--- src/common/spi_pkg.sv ---
package spi_pkg;

    // link timing and frame geometry
    localparam int SCLK_DIV     = 4;
    localparam int FRAME_BITS   = 16;
    localparam int ADDR_BITS    = 7;

    // channel count capture
    localparam int COUNT_BITS   = 10;
    localparam int NUM_CHANNELS = 8;

    // register map
    localparam logic [ADDR_BITS-1:0] REG_TRIG_MASK   = 7'h01;
    localparam logic [ADDR_BITS-1:0] REG_INSTRUCTION = 7'h02;
    localparam logic [ADDR_BITS-1:0] REG_MODE        = 7'h03;
    localparam logic [ADDR_BITS-1:0] REG_SCRATCH     = 7'h04;

    // channel c low byte at CHAN_BASE + 2c, high byte right after it
    localparam logic [ADDR_BITS-1:0] CHAN_BASE       = 7'h10;

    // instruction register bits, self-clearing
    localparam int INST_START_BIT   = 0;
    localparam int INST_CAPTURE_BIT = 1;

    // write view of a command frame
    typedef struct packed {
        logic                 is_write;
        logic [ADDR_BITS-1:0] addr;
        logic [7:0]           data;
    } spi_write_frame_t;

    // read view, low byte is the register count
    typedef struct packed {
        logic                 is_write;
        logic [ADDR_BITS-1:0] addr;
        logic [7:0]           count;
    } spi_read_frame_t;

    // one 16-bit frame word, decoded by its write flag
    typedef union packed {
        spi_write_frame_t wr;
        spi_read_frame_t  rd;
    } spi_frame_u;

endpackage

--- src/common/spi_if.sv ---
`timescale 1ns/1ps

interface spi_if;

    // serial clock, driven low between frames
    logic sclk;
    // frame select, active high
    logic cs;
    logic mosi;
    logic miso;

    modport controller (
        output sclk,
        output cs,
        output mosi,
        input  miso
    );

    modport target (
        input  sclk,
        input  cs,
        input  mosi,
        output miso
    );

endinterface

--- src/spi_driver/spi_driver.sv ---
`timescale 1ns/1ps

module spi_driver (
    input  logic        clk,
    input  logic        rst,
    input  logic        new_command,
    input  logic        is_write,
    input  logic [7:0]  write_addr,
    input  logic [7:0]  write_data,
    input  logic [7:0]  start_read_addr,
    input  logic [7:0]  num_regs_to_read,
    output logic [7:0]  data_read_from_reg,
    output logic        fifo_wr_en,
    output logic        write_complete,
    output logic        read_complete,
    output logic        busy,
    spi_if.controller   link
);

    spi_pkg::spi_frame_u cmd_frame;

    logic [$clog2(spi_pkg::SCLK_DIV)-1:0] div_cnt;
    logic [3:0]  bit_cnt;
    logic [7:0]  bytes_left;
    logic        in_readback;
    logic        op_write;
    logic [15:0] tx_sr;
    logic [7:0]  rx_sr;

    // assemble the command word in whichever view matches the request
    always_comb begin
        cmd_frame = '0;
        if (is_write) begin
            cmd_frame.wr.is_write = 1'b1;
            cmd_frame.wr.addr     = write_addr[spi_pkg::ADDR_BITS-1:0];
            cmd_frame.wr.data     = write_data;
        end else begin
            cmd_frame.rd.is_write = 1'b0;
            cmd_frame.rd.addr     = start_read_addr[spi_pkg::ADDR_BITS-1:0];
            cmd_frame.rd.count    = num_regs_to_read;
        end
    end

    always_ff @(posedge clk) begin
        fifo_wr_en     <= 1'b0;
        write_complete <= 1'b0;
        read_complete  <= 1'b0;
        if (rst) begin
            busy               <= 1'b0;
            link.cs            <= 1'b0;
            link.sclk          <= 1'b0;
            link.mosi          <= 1'b0;
            div_cnt            <= '0;
            bit_cnt            <= '0;
            bytes_left         <= '0;
            in_readback        <= 1'b0;
            op_write           <= 1'b0;
            data_read_from_reg <= '0;
        end else if (!busy) begin
            // commands only taken while idle, others are dropped
            if (new_command) begin
                busy        <= 1'b1;
                link.cs     <= 1'b1;
                link.sclk   <= 1'b0;
                link.mosi   <= cmd_frame[spi_pkg::FRAME_BITS-1];
                tx_sr       <= cmd_frame;
                div_cnt     <= '0;
                bit_cnt     <= '0;
                in_readback <= 1'b0;
                op_write    <= is_write;
                bytes_left  <= (cmd_frame.rd.count == 8'd0) ? 8'd1 : cmd_frame.rd.count;
            end
        end else begin
            div_cnt <= div_cnt + 1'b1;
            if (int'(div_cnt) == spi_pkg::SCLK_DIV / 2 - 1) begin
                // rising edge, sample readback
                link.sclk <= 1'b1;
                if (in_readback) begin
                    rx_sr <= {rx_sr[6:0], link.miso};
                    if (bit_cnt == 4'd7) begin
                        data_read_from_reg <= {rx_sr[6:0], link.miso};
                        fifo_wr_en         <= 1'b1;
                    end
                end
            end else if (int'(div_cnt) == spi_pkg::SCLK_DIV - 1) begin
                // falling edge ends the bit period
                link.sclk <= 1'b0;
                div_cnt   <= '0;
                if (!in_readback) begin
                    if (bit_cnt == 4'(spi_pkg::FRAME_BITS - 1)) begin
                        bit_cnt   <= '0;
                        link.mosi <= 1'b0;
                        if (op_write) begin
                            busy           <= 1'b0;
                            link.cs        <= 1'b0;
                            write_complete <= 1'b1;
                        end else begin
                            in_readback <= 1'b1;
                        end
                    end else begin
                        bit_cnt   <= bit_cnt + 1'b1;
                        tx_sr     <= {tx_sr[14:0], 1'b0};
                        link.mosi <= tx_sr[14];
                    end
                end else if (bit_cnt == 4'd7) begin
                    bit_cnt    <= '0;
                    bytes_left <= bytes_left - 1'b1;
                    if (bytes_left == 8'd1) begin
                        busy          <= 1'b0;
                        link.cs       <= 1'b0;
                        in_readback   <= 1'b0;
                        read_complete <= 1'b1;
                    end
                end else begin
                    bit_cnt <= bit_cnt + 1'b1;
                end
            end
        end
    end

    // bytes are only ever delivered for read commands
    a_no_fifo_on_write: assert property (
        @(posedge clk) disable iff (rst) op_write |-> !fifo_wr_en
    );

endmodule

--- src/spi_peripheral/spi_peripheral.sv ---
`timescale 1ns/1ps

module spi_peripheral (
    input  logic        clk,
    input  logic        rst,
    spi_if.target       link,
    output logic [7:0]  trigger_mask,
    output logic [7:0]  mode,
    output logic        inst_start,
    output logic        capture,
    output logic [3:0]  chan_byte_addr,
    input  logic [7:0]  chan_byte
);

    spi_pkg::spi_frame_u rx_frame;

    logic        sclk_q;
    logic        sclk_rise;
    logic        sclk_fall;
    logic [14:0] frame_sr;
    logic [3:0]  frame_cnt;
    logic        frame_done;
    logic        reading;
    logic [spi_pkg::ADDR_BITS-1:0] rd_addr;
    logic [2:0]  rd_bit;
    logic [7:0]  tx_sr;
    logic [7:0]  scratch;
    logic [7:0]  rd_value;

    // sclk comes from the same clk domain, plain edge detect is enough
    assign sclk_rise = link.sclk & ~sclk_q;
    assign sclk_fall = ~link.sclk & sclk_q;

    // full frame as seen on the 16th rising edge
    assign rx_frame = {frame_sr, link.mosi};

    assign chan_byte_addr = rd_addr[3:0];

    // readback mux, unmapped and instruction addresses read zero
    always_comb begin
        rd_value = '0;
        if (rd_addr[6:4] == spi_pkg::CHAN_BASE[6:4]) begin
            rd_value = chan_byte;
        end else begin
            case (rd_addr)
                spi_pkg::REG_TRIG_MASK: rd_value = trigger_mask;
                spi_pkg::REG_MODE:      rd_value = mode;
                spi_pkg::REG_SCRATCH:   rd_value = scratch;
                default:                rd_value = '0;
            endcase
        end
    end

    always_ff @(posedge clk) begin
        if (rst) begin
            sclk_q       <= 1'b0;
            frame_cnt    <= '0;
            frame_done   <= 1'b0;
            reading      <= 1'b0;
            rd_bit       <= '0;
            link.miso    <= 1'b0;
            trigger_mask <= '0;
            mode         <= '0;
            scratch      <= '0;
            inst_start   <= 1'b0;
            capture      <= 1'b0;
        end else begin
            sclk_q     <= link.sclk;
            inst_start <= 1'b0;
            capture    <= 1'b0;
            if (!link.cs) begin
                frame_cnt  <= '0;
                frame_done <= 1'b0;
                reading    <= 1'b0;
                rd_bit     <= '0;
                link.miso  <= 1'b0;
            end else if (sclk_rise && !frame_done) begin
                frame_sr  <= {frame_sr[13:0], link.mosi};
                frame_cnt <= frame_cnt + 1'b1;
                if (frame_cnt == 4'(spi_pkg::FRAME_BITS - 1)) begin
                    frame_done <= 1'b1;
                    if (rx_frame.wr.is_write) begin
                        case (rx_frame.wr.addr)
                            spi_pkg::REG_TRIG_MASK: trigger_mask <= rx_frame.wr.data;
                            spi_pkg::REG_MODE:      mode         <= rx_frame.wr.data;
                            spi_pkg::REG_SCRATCH:   scratch      <= rx_frame.wr.data;
                            spi_pkg::REG_INSTRUCTION: begin
                                inst_start <= rx_frame.wr.data[spi_pkg::INST_START_BIT];
                                capture    <= rx_frame.wr.data[spi_pkg::INST_CAPTURE_BIT];
                            end
                            default: ;
                        endcase
                    end else begin
                        reading <= 1'b1;
                        rd_addr <= rx_frame.rd.addr;
                    end
                end
            end else if (sclk_fall && reading) begin
                rd_bit <= rd_bit + 1'b1;
                if (rd_bit == 3'd0) begin
                    // byte boundary, fetch and step the address
                    link.miso <= rd_value[7];
                    tx_sr     <= {rd_value[6:0], 1'b0};
                    rd_addr   <= rd_addr + 1'b1;
                end else begin
                    link.miso <= tx_sr[7];
                    tx_sr     <= {tx_sr[6:0], 1'b0};
                end
            end
        end
    end

    a_inst_start_pulse: assert property (
        @(posedge clk) disable iff (rst) inst_start |=> !inst_start
    );

    a_capture_pulse: assert property (
        @(posedge clk) disable iff (rst) capture |=> !capture
    );

endmodule

--- src/source/channel_bank.sv ---
`timescale 1ns/1ps

module channel_bank (
    input  logic clk,
    input  logic rst,
    input  logic [spi_pkg::NUM_CHANNELS-1:0][spi_pkg::COUNT_BITS-1:0] counts_in,
    input  logic capture,
    input  logic [3:0] byte_addr,
    output logic [7:0] rd_byte
);

    logic [spi_pkg::NUM_CHANNELS-1:0][spi_pkg::COUNT_BITS-1:0] held;
    logic [spi_pkg::COUNT_BITS-1:0] sel_count;

    // snapshot of all channels, kept until the next capture
    always_ff @(posedge clk) begin
        if (rst) begin
            held <= '0;
        end else if (capture) begin
            held <= counts_in;
        end
    end

    // upper address bits pick the channel
    assign sel_count = held[byte_addr[3:1]];

    // odd address is the high byte, zero-extended
    always_comb begin
        if (byte_addr[0]) begin
            rd_byte = {{(16 - spi_pkg::COUNT_BITS){1'b0}},
                       sel_count[spi_pkg::COUNT_BITS-1:8]};
        end else begin
            rd_byte = sel_count[7:0];
        end
    end

    a_high_byte_zero: assert property (
        @(posedge clk) disable iff (rst)
            byte_addr[0] |-> rd_byte[7:spi_pkg::COUNT_BITS-8] == '0
    );

endmodule

--- src/source/slow_control_top.sv ---
`timescale 1ns/1ps

module slow_control_top (
    input  logic        clk,
    input  logic        rst,
    input  logic        new_command,
    input  logic        is_write,
    input  logic [7:0]  write_addr,
    input  logic [7:0]  write_data,
    input  logic [7:0]  start_read_addr,
    input  logic [7:0]  num_regs_to_read,
    input  logic [spi_pkg::NUM_CHANNELS-1:0][spi_pkg::COUNT_BITS-1:0] counts_in,
    output logic [7:0]  data_read_from_reg,
    output logic        fifo_wr_en,
    output logic        write_complete,
    output logic        read_complete,
    output logic        busy,
    output logic [7:0]  trigger_mask,
    output logic [7:0]  mode,
    output logic        inst_start
);

    logic       capture;
    logic [3:0] chan_byte_addr;
    logic [7:0] chan_byte;

    // serial link between FPGA driver and chip peripheral
    spi_if link ();

    spi_driver u_driver (
        .clk                (clk),
        .rst                (rst),
        .new_command        (new_command),
        .is_write           (is_write),
        .write_addr         (write_addr),
        .write_data         (write_data),
        .start_read_addr    (start_read_addr),
        .num_regs_to_read   (num_regs_to_read),
        .data_read_from_reg (data_read_from_reg),
        .fifo_wr_en         (fifo_wr_en),
        .write_complete     (write_complete),
        .read_complete      (read_complete),
        .busy               (busy),
        .link               (link.controller)
    );

    spi_peripheral u_peripheral (
        .clk            (clk),
        .rst            (rst),
        .link           (link.target),
        .trigger_mask   (trigger_mask),
        .mode           (mode),
        .inst_start     (inst_start),
        .capture        (capture),
        .chan_byte_addr (chan_byte_addr),
        .chan_byte      (chan_byte)
    );

    channel_bank u_channels (
        .clk       (clk),
        .rst       (rst),
        .counts_in (counts_in),
        .capture   (capture),
        .byte_addr (chan_byte_addr),
        .rd_byte   (chan_byte)
    );

endmodule

--- config.mk ---
export PLATFORM = sky130hd
export DESIGN_NAME = slow_control_top
export DESIGN_NICKNAME = d
export VERILOG_FILES = /design/src/common/spi_pkg.sv /design/src/common/spi_if.sv /design/src/spi_driver/spi_driver.sv /design/src/spi_peripheral/spi_peripheral.sv /design/src/source/channel_bank.sv /design/src/source/slow_control_top.sv
export SDC_FILE = /design/constraint.sdc
export NUM_CORES = 1
export LEC_CHECK = 0
export ABC_CLOCK_PERIOD_IN_PS = 2500
export BUFFER_PORTS_ARGS = -buffer_cell sky130_fd_sc_hd__buf_2
export CORE_MARGIN = 1
export CORE_UTILIZATION = 55
export CTS_CLUSTER_SIZE = 14
export DETAILED_ROUTE_END_ITERATION = 10
export HOLD_SLACK_MARGIN = 0.08
export PLACE_DENSITY_LB_ADDON = 0.1
export SYNTH_ARGS = -nofsm -noshare
export SYNTH_HDL_FRONTEND = slang
export SYNTH_HIERARCHICAL = 1
export SYNTH_SLANG_ARGS = --single-unit
export TNS_END_PERCENT = 10
--- constraint.sdc ---
create_clock -name clk -period 2.5 [get_ports clk]
set_input_delay 0.125 -clock clk [delete_from_list [all_inputs] [get_ports clk]]
set_output_delay 0.125 -clock clk [all_outputs]
set_load 0.05 [all_outputs]
==> Word level (Yosys, flattened, before mapping) <==
Index checks and enable logic that the tools add are counted.
{ "classes": {"add_sub_neg": 6, "order_cmp": 1, "n_eq_ne": 27, "muxes": 73, "n_bitwise": 16, "n_reduce_logical": 31} }
{ "op_table": {"columns": ["cell", "count"], "rows": [
  ["15-bit two-way mux", 6],
  ["8-bit two-way mux", 10],
  ["1-bit two-way mux", 37],
  ["7-bit two-way mux", 5],
  ["10-bit binary-select mux with 3-bit select", 1],
  ["4-bit two-way mux", 7],
  ["8-bit one-hot mux with 3 select lines", 1],
  ["7-bit by 2-bit equality test with 1-bit output (second input constant)", 3],
  ["5-bit AND reduction", 4],
  ["6-bit OR reduction", 3],
  ["16-bit two-way mux", 1],
  ["2-bit != test (second input constant)", 8],
  ["4-bit AND reduction", 4],
  ["3-bit != test (second input constant)", 5],
  ["7-bit by 1-bit equality test with 1-bit output (second input constant)", 2],
  ["7-bit by 3-bit equality test with 1-bit output (second input constant)", 2],
  ["1-bit NOT", 14],
  ["6-bit AND reduction", 2],
  ["10-bit two-way mux", 1],
  ["3-bit AND reduction", 3],
  ["4-bit by 1-bit adder with 4-bit output (second input constant)", 2],
  ["4-bit equality test (second input constant)", 2],
  ["8-bit by 1-bit equality test with 1-bit output (second input constant)", 1],
  ["8-bit zero test", 1],
  ["19 further kinds", 29]
]} }
{ "word_totals": {"register_bits": 200, "input_bits": 116} }

==> Longest topological paths before layout <==
{ "depth": {"depth_word": 7, "mapped_depth": 8} }

==> By module <==
Netlist, hierarchy kept.
{ "modules_own_cells": {"columns": ["mod", "n_inst", "cells_per_inst", "area_per_inst_um2"], "rows": [
  ["channel_bank", 1, 307, 3410.8],
  ["spi_peripheral", 1, 280, 2987.9],
  ["spi_driver", 1, 258, 2539.9]
]} }

==> Worst setup path after synthesis <==
No wires, ideal clock.
{ "synth_path": {"kind": "flip-flop to flip-flop", "startpoint": "register u_driver.busy", "endpoint": "register u_driver.tx_sr[0] (enable)", "arrival_ns": 1.875, "t_required_ns": 2.114, "slack_ns": 0.239, "stages_incl_launch_ff": 6, "path_buffers": 1, "period_less_slack_ns": 2.261, "path_cell_list": "dfxtp_1 -> buf_6 -> nand3b_1 -> nor2_1 -> a21oi_1 -> nor2_1"} }
{ "synth_between": {"elab_chain_cells": 2, "word_cells_on_any_way": 6, "classes_between": "eq/ne (4); reduce/logical (2)"} }
{ "synth_rtl": {"columns": ["element", "line", "text"], "rows": [
  ["start: declaration", "spi_driver.sv:16", "output logic busy,"],
  ["start signal: assignment", "spi_driver.sv:49", "busy <= 1'b0;"],
  ["start signal: assignment", "spi_driver.sv:62", "busy <= 1'b1;"],
  ["start signal: assignment", "spi_driver.sv:94", "busy <= 1'b0;"],
  ["2-bit != test (no line) / 2-bit nonzero test (equally long branches)", null, null],
  ["6-bit AND reduction (no line) *", null, null],
  ["end signal: assignment", "spi_driver.sv:66", "tx_sr <= cmd_frame;"],
  ["end signal: assignment", "spi_driver.sv:102", "tx_sr <= {tx_sr[14:0], 1'b0};"],
  ["end: declaration", "spi_driver.sv:27", "logic [15:0] tx_sr;"]
]} }
Every way passes the cells marked *; elsewhere a longest branch is shown, timed or not.
A chain may end at the register's enable or synchronous reset.

==> Worst setup path after layout <==
{ "layout_path": {"startpoint": "input port num_regs_to_read[6]", "endpoint": "register u_driver.bytes_left[0]"} }
{ "layout_between": {"elab_chain_cells": 5} }
{ "layout_rtl": {"columns": ["element", "line", "text"], "rows": [
  ["start: declaration", "slow_control_top.sv:11", "input logic [7:0] num_regs_to_read,"],
  ["16-bit two-way mux", "spi_driver.sv:33", "if (is_write) begin"],
  ["8-bit zero test", "spi_driver.sv:71", "bytes_left <= (cmd_frame.rd.count == 8'd0) ? 8'd1 : cmd_frame.rd.count;"],
  ["8-bit two-way mux", "spi_driver.sv:71", null],
  ["8-bit two-way mux", "spi_driver.sv:61", "if (new_command) begin"],
  ["8-bit two-way mux", "spi_driver.sv:59", "end else if (!busy) begin"],
  ["end signal: assignment", "spi_driver.sv:71", null],
  ["end signal: assignment", "spi_driver.sv:107", "bytes_left <= bytes_left - 1'b1;"],
  ["end: declaration", "spi_driver.sv:24", "logic [7:0] bytes_left;"]
]} }
No other way between the ends. The select of a mux whose other input is x is not followed.

==> results.md <==
- Outcome: finished clean
- Post-synthesis async set-or-reset flop share: 0
- Max_cap viols: 0
- Clock latency on the worst-skew pair: 0.43 ns
- Critical path class: primary input to flop
- Power Dens Cells: 567.6 nW/µm²
- IO Count: ~150
- Most frequent cells in the layout: dfxtp_1, buf_2, nor2_1
- CP dominant cell by count: dlygate4sd3_1
- Largest reg by FF count: u_channels/held
- Initial antenna violation count: 0
- Std cell rows: 46
- Hold_sp: num_regs_to_read[0]
- Setup Viol. Count Final: 0
- Slew @ Worst Pin: 0.7403 ns
- Drt first pass iters: 5
- Total power draw: approximately 0.0065 W
- VDD IR-drop max: 503.7 µV
- Share of cells above drive strength 1: 0.2154
- Slew margin rel.: 0.5065
- Total core area: 15890 µm²
- Hold Path Class: primary input to flop
- Crit share post-route: 0.9043
- Post-CTS sizing: 0
- Library cells used by synthesis: 57
- Die area: 16770 µm²
- Cell leakage power: 4.348 nW
- Synth Register Bits: just under 200
- Worst r2r src: u_peripheral/rd_addr[1]
- Critical path origin: num_regs_to_read[6]
- N_diodes: 0
- Gpl congestion: 0.8665
- Hpwl dp: 14920 µm
- RSZ-0062 raised after global routing: no
- F_max: 442.4 MHz
- Crit. End Element: flop
- CTS root buf: clkbuf_16
- Most common cell after layout, fill and taps aside: dfxtp_1
- DRT iter0 DRCs: 565
- Clock Path Buffers: 2
- Multi-input logic area: 4105 µm²
- Antenna violation net count after detailed routing: 0
- Starting Density: 0.5627
- Max reg flops: 80
- Chip width: between 100 and 150 µm
- Syn_area_per_cell: roughly 11 µm²
- Ys Warns: 6
- Most used DFF post-synth: dfxtp_1
- Global-route wire length before repair: approximately 36000 µm
- EDFF count, synth: 51
- Worst EP arrival: 2.60 ns
- Number of global-route vias before repair: between 7000 and 8000
- Mapped Area: 8939 µm²
- Setup_tns: 0 ns
- Max H-tree Level: 4
- Slowest CP cell: dlygate4sd3_1
- Via count: around 7200
- WL/cell: 17.46 µm
- CTS Sinks: around 200
- CP Cell Sequence: dlygate4sd3_1 -> buf_2 -> nor4_1 -> dlygate4sd3_1 -> o21ai_0 -> dlygate4sd3_1 -> a311oi_1
- CP max stage delay: 0.62 ns
- Area added between synthesis and finish: 27.18%
- Final wirelength: roughly 23000 µm
- WP data required: 2.84 ns
- Worst-path clk slew: 0.08 ns
- CTS Buf Count: 17
- Global Route Usage Sum: 0.2814
- Register-to-register setup slack: 0.29 ns
- PortBufs: 142
- Largest regs: u_channels/held x80, u_driver/tx_sr x15, u_peripheral/frame_sr x15
- Nets: about 1200
- Clk_skew: 0.008950 ns
- Synth Instances: 845
- Fill cell count: around 1100
- Syn nets: 972
- Drt drc: 0
- Largest net degree at the start of global routing: 74
- Critical Path Fanout Max: 2
- GRT overflow: 0
- Period minus WS final: 2.261 ns
- Sequential-to-total area share from yosys stat: 0.5028
- Die Height: 129.5 µm
- Hold Violations, Final: 0
- Critical path startpoint category: primary input
- Final Max Slew Viols: 0
- TritonCTS clock tree: built
- FF+latch area: 4498 µm²
- DR vias/cell: 5.587
[cells by family (layout without fill, tap and decap cells)]
group,after synthesis,count (layout),synth area share
mux,146,146,0.1923
flops,199,199,0.5028
fa+ha+maj,11,11,0.01540
simple gates,290,290,0.1606
xor+xnor,10,10,0.009798
buf+inv,75,307,0.03793
compound gates,114,114,0.08119
[cell usage after synthesis (all sizes together) (4+ instances only)]
| master | instances | share of area |
|---|---|---|
| a21oi | 39 | 0.022 |
| dfxtp | 148 | 0.33 |
| nand2 | 41 | 0.017 |
| a211oi | 8 | 0.0067 |
| edfxtp | 51 | 0.17 |
| ha | 11 | 0.015 |
| o31ai | 8 | 0.0067 |
| inv | 14 | 0.0059 |
| clkbuf | 34 | 0.014 |
| mux2 | 6 | 0.0076 |
| nor3 | 4 | 0.0022 |
| a221oi | 7 | 0.0069 |
| a22oi | 8 | 0.0067 |
| xnor2 | 4 | 0.0039 |
| nor2b | 14 | 0.0098 |
| xor2 | 6 | 0.0059 |
| buf | 27 | 0.018 |
| and3b | 4 | 0.0039 |
| nor4 | 5 | 0.0035 |
| a211o | 5 | 0.0050 |
| mux4 | 20 | 0.050 |
| or4 | 4 | 0.0034 |
| nor2 | 134 | 0.056 |
| mux2i | 120 | 0.13 |
| nand4 | 11 | 0.0077 |
| a31oi | 4 | 0.0028 |
| and4 | 4 | 0.0039 |
| nor3b | 9 | 0.011 |
| o21ai | 22 | 0.012 |
| nand2b | 32 | 0.022 |
| nand3 | 14 | 0.0078 |
[stage by stage]
stage / util / std cells / area [µm²] / hold slack [ns] / setup WS [ns]
floorplan: - / 845 / 8939 / 0.2719 / 0.2390
finish: 0.7157 / 1293 / 11370 / 0.09205 / 0.2394
global route: 0.7157 / 1293 / 11370 / 0.1152 / 0.09698
CTS: 0.7157 / 1293 / 11370 / 0.09677 / 0.3086
global placement: 0.6188 / 1164 / 9829 / 0.3567 / 0.3261
detailed placement: 0.6188 / 1164 / 9829 / 0.3680 / 0.3218
[worst paths after layout]
check,to,depth (start not counted)
min reg2reg,u_driver/rx_sr[4],0
max reg2reg,u_peripheral/tx_sr[2],6
min,u_driver/tx_sr[0],3
max,u_driver/bytes_left[0],7
[routing by layer]
metal / up-vias / part of all wire / track usage / wire length [µm]
met5: - / 0 / 0 / 0
met4: 0 / 0.019 / 0.09166 / 426
met3: 37 / 0.052 / 0.06317 / 1170
met2: 257 / 0.51 / 0.4858 / 11420
met1: 3476 / 0.42 / 0.3495 / 9551
li1: 3454 / - / - / -
[worst max-delay path, delay by kind of cell]
kind	cells	cell delay [ns]
buffers and inverters	4	1.85
and+or+nand+nor	1	0.31
AOI/OAI and AO/OA	2	0.31
[report_power, final]
part           switching, W  internal, W
clock network       0.00126      0.00140
registers         0.0000266      0.00332
logic              0.000197     0.000249
[layout make-up]
class / instances / area share
flip-flops and latches: 199 / 0.3957
well taps: 216 / 0.02377
clock buffers: 18 / 0.03786
inverters: 14 / 0.004622
repair buffers: 261 / 0.1649
clock inverters: 14 / 0.01211
multi-input cells: 571 / 0.3611
[timing repair]
item	in CTS	in global routing
hold buffers	97	0
buffers inserted	0	0
endpoints found under the hold margin	93	0
No activity file was read; power rests on OpenSTA's default activity.
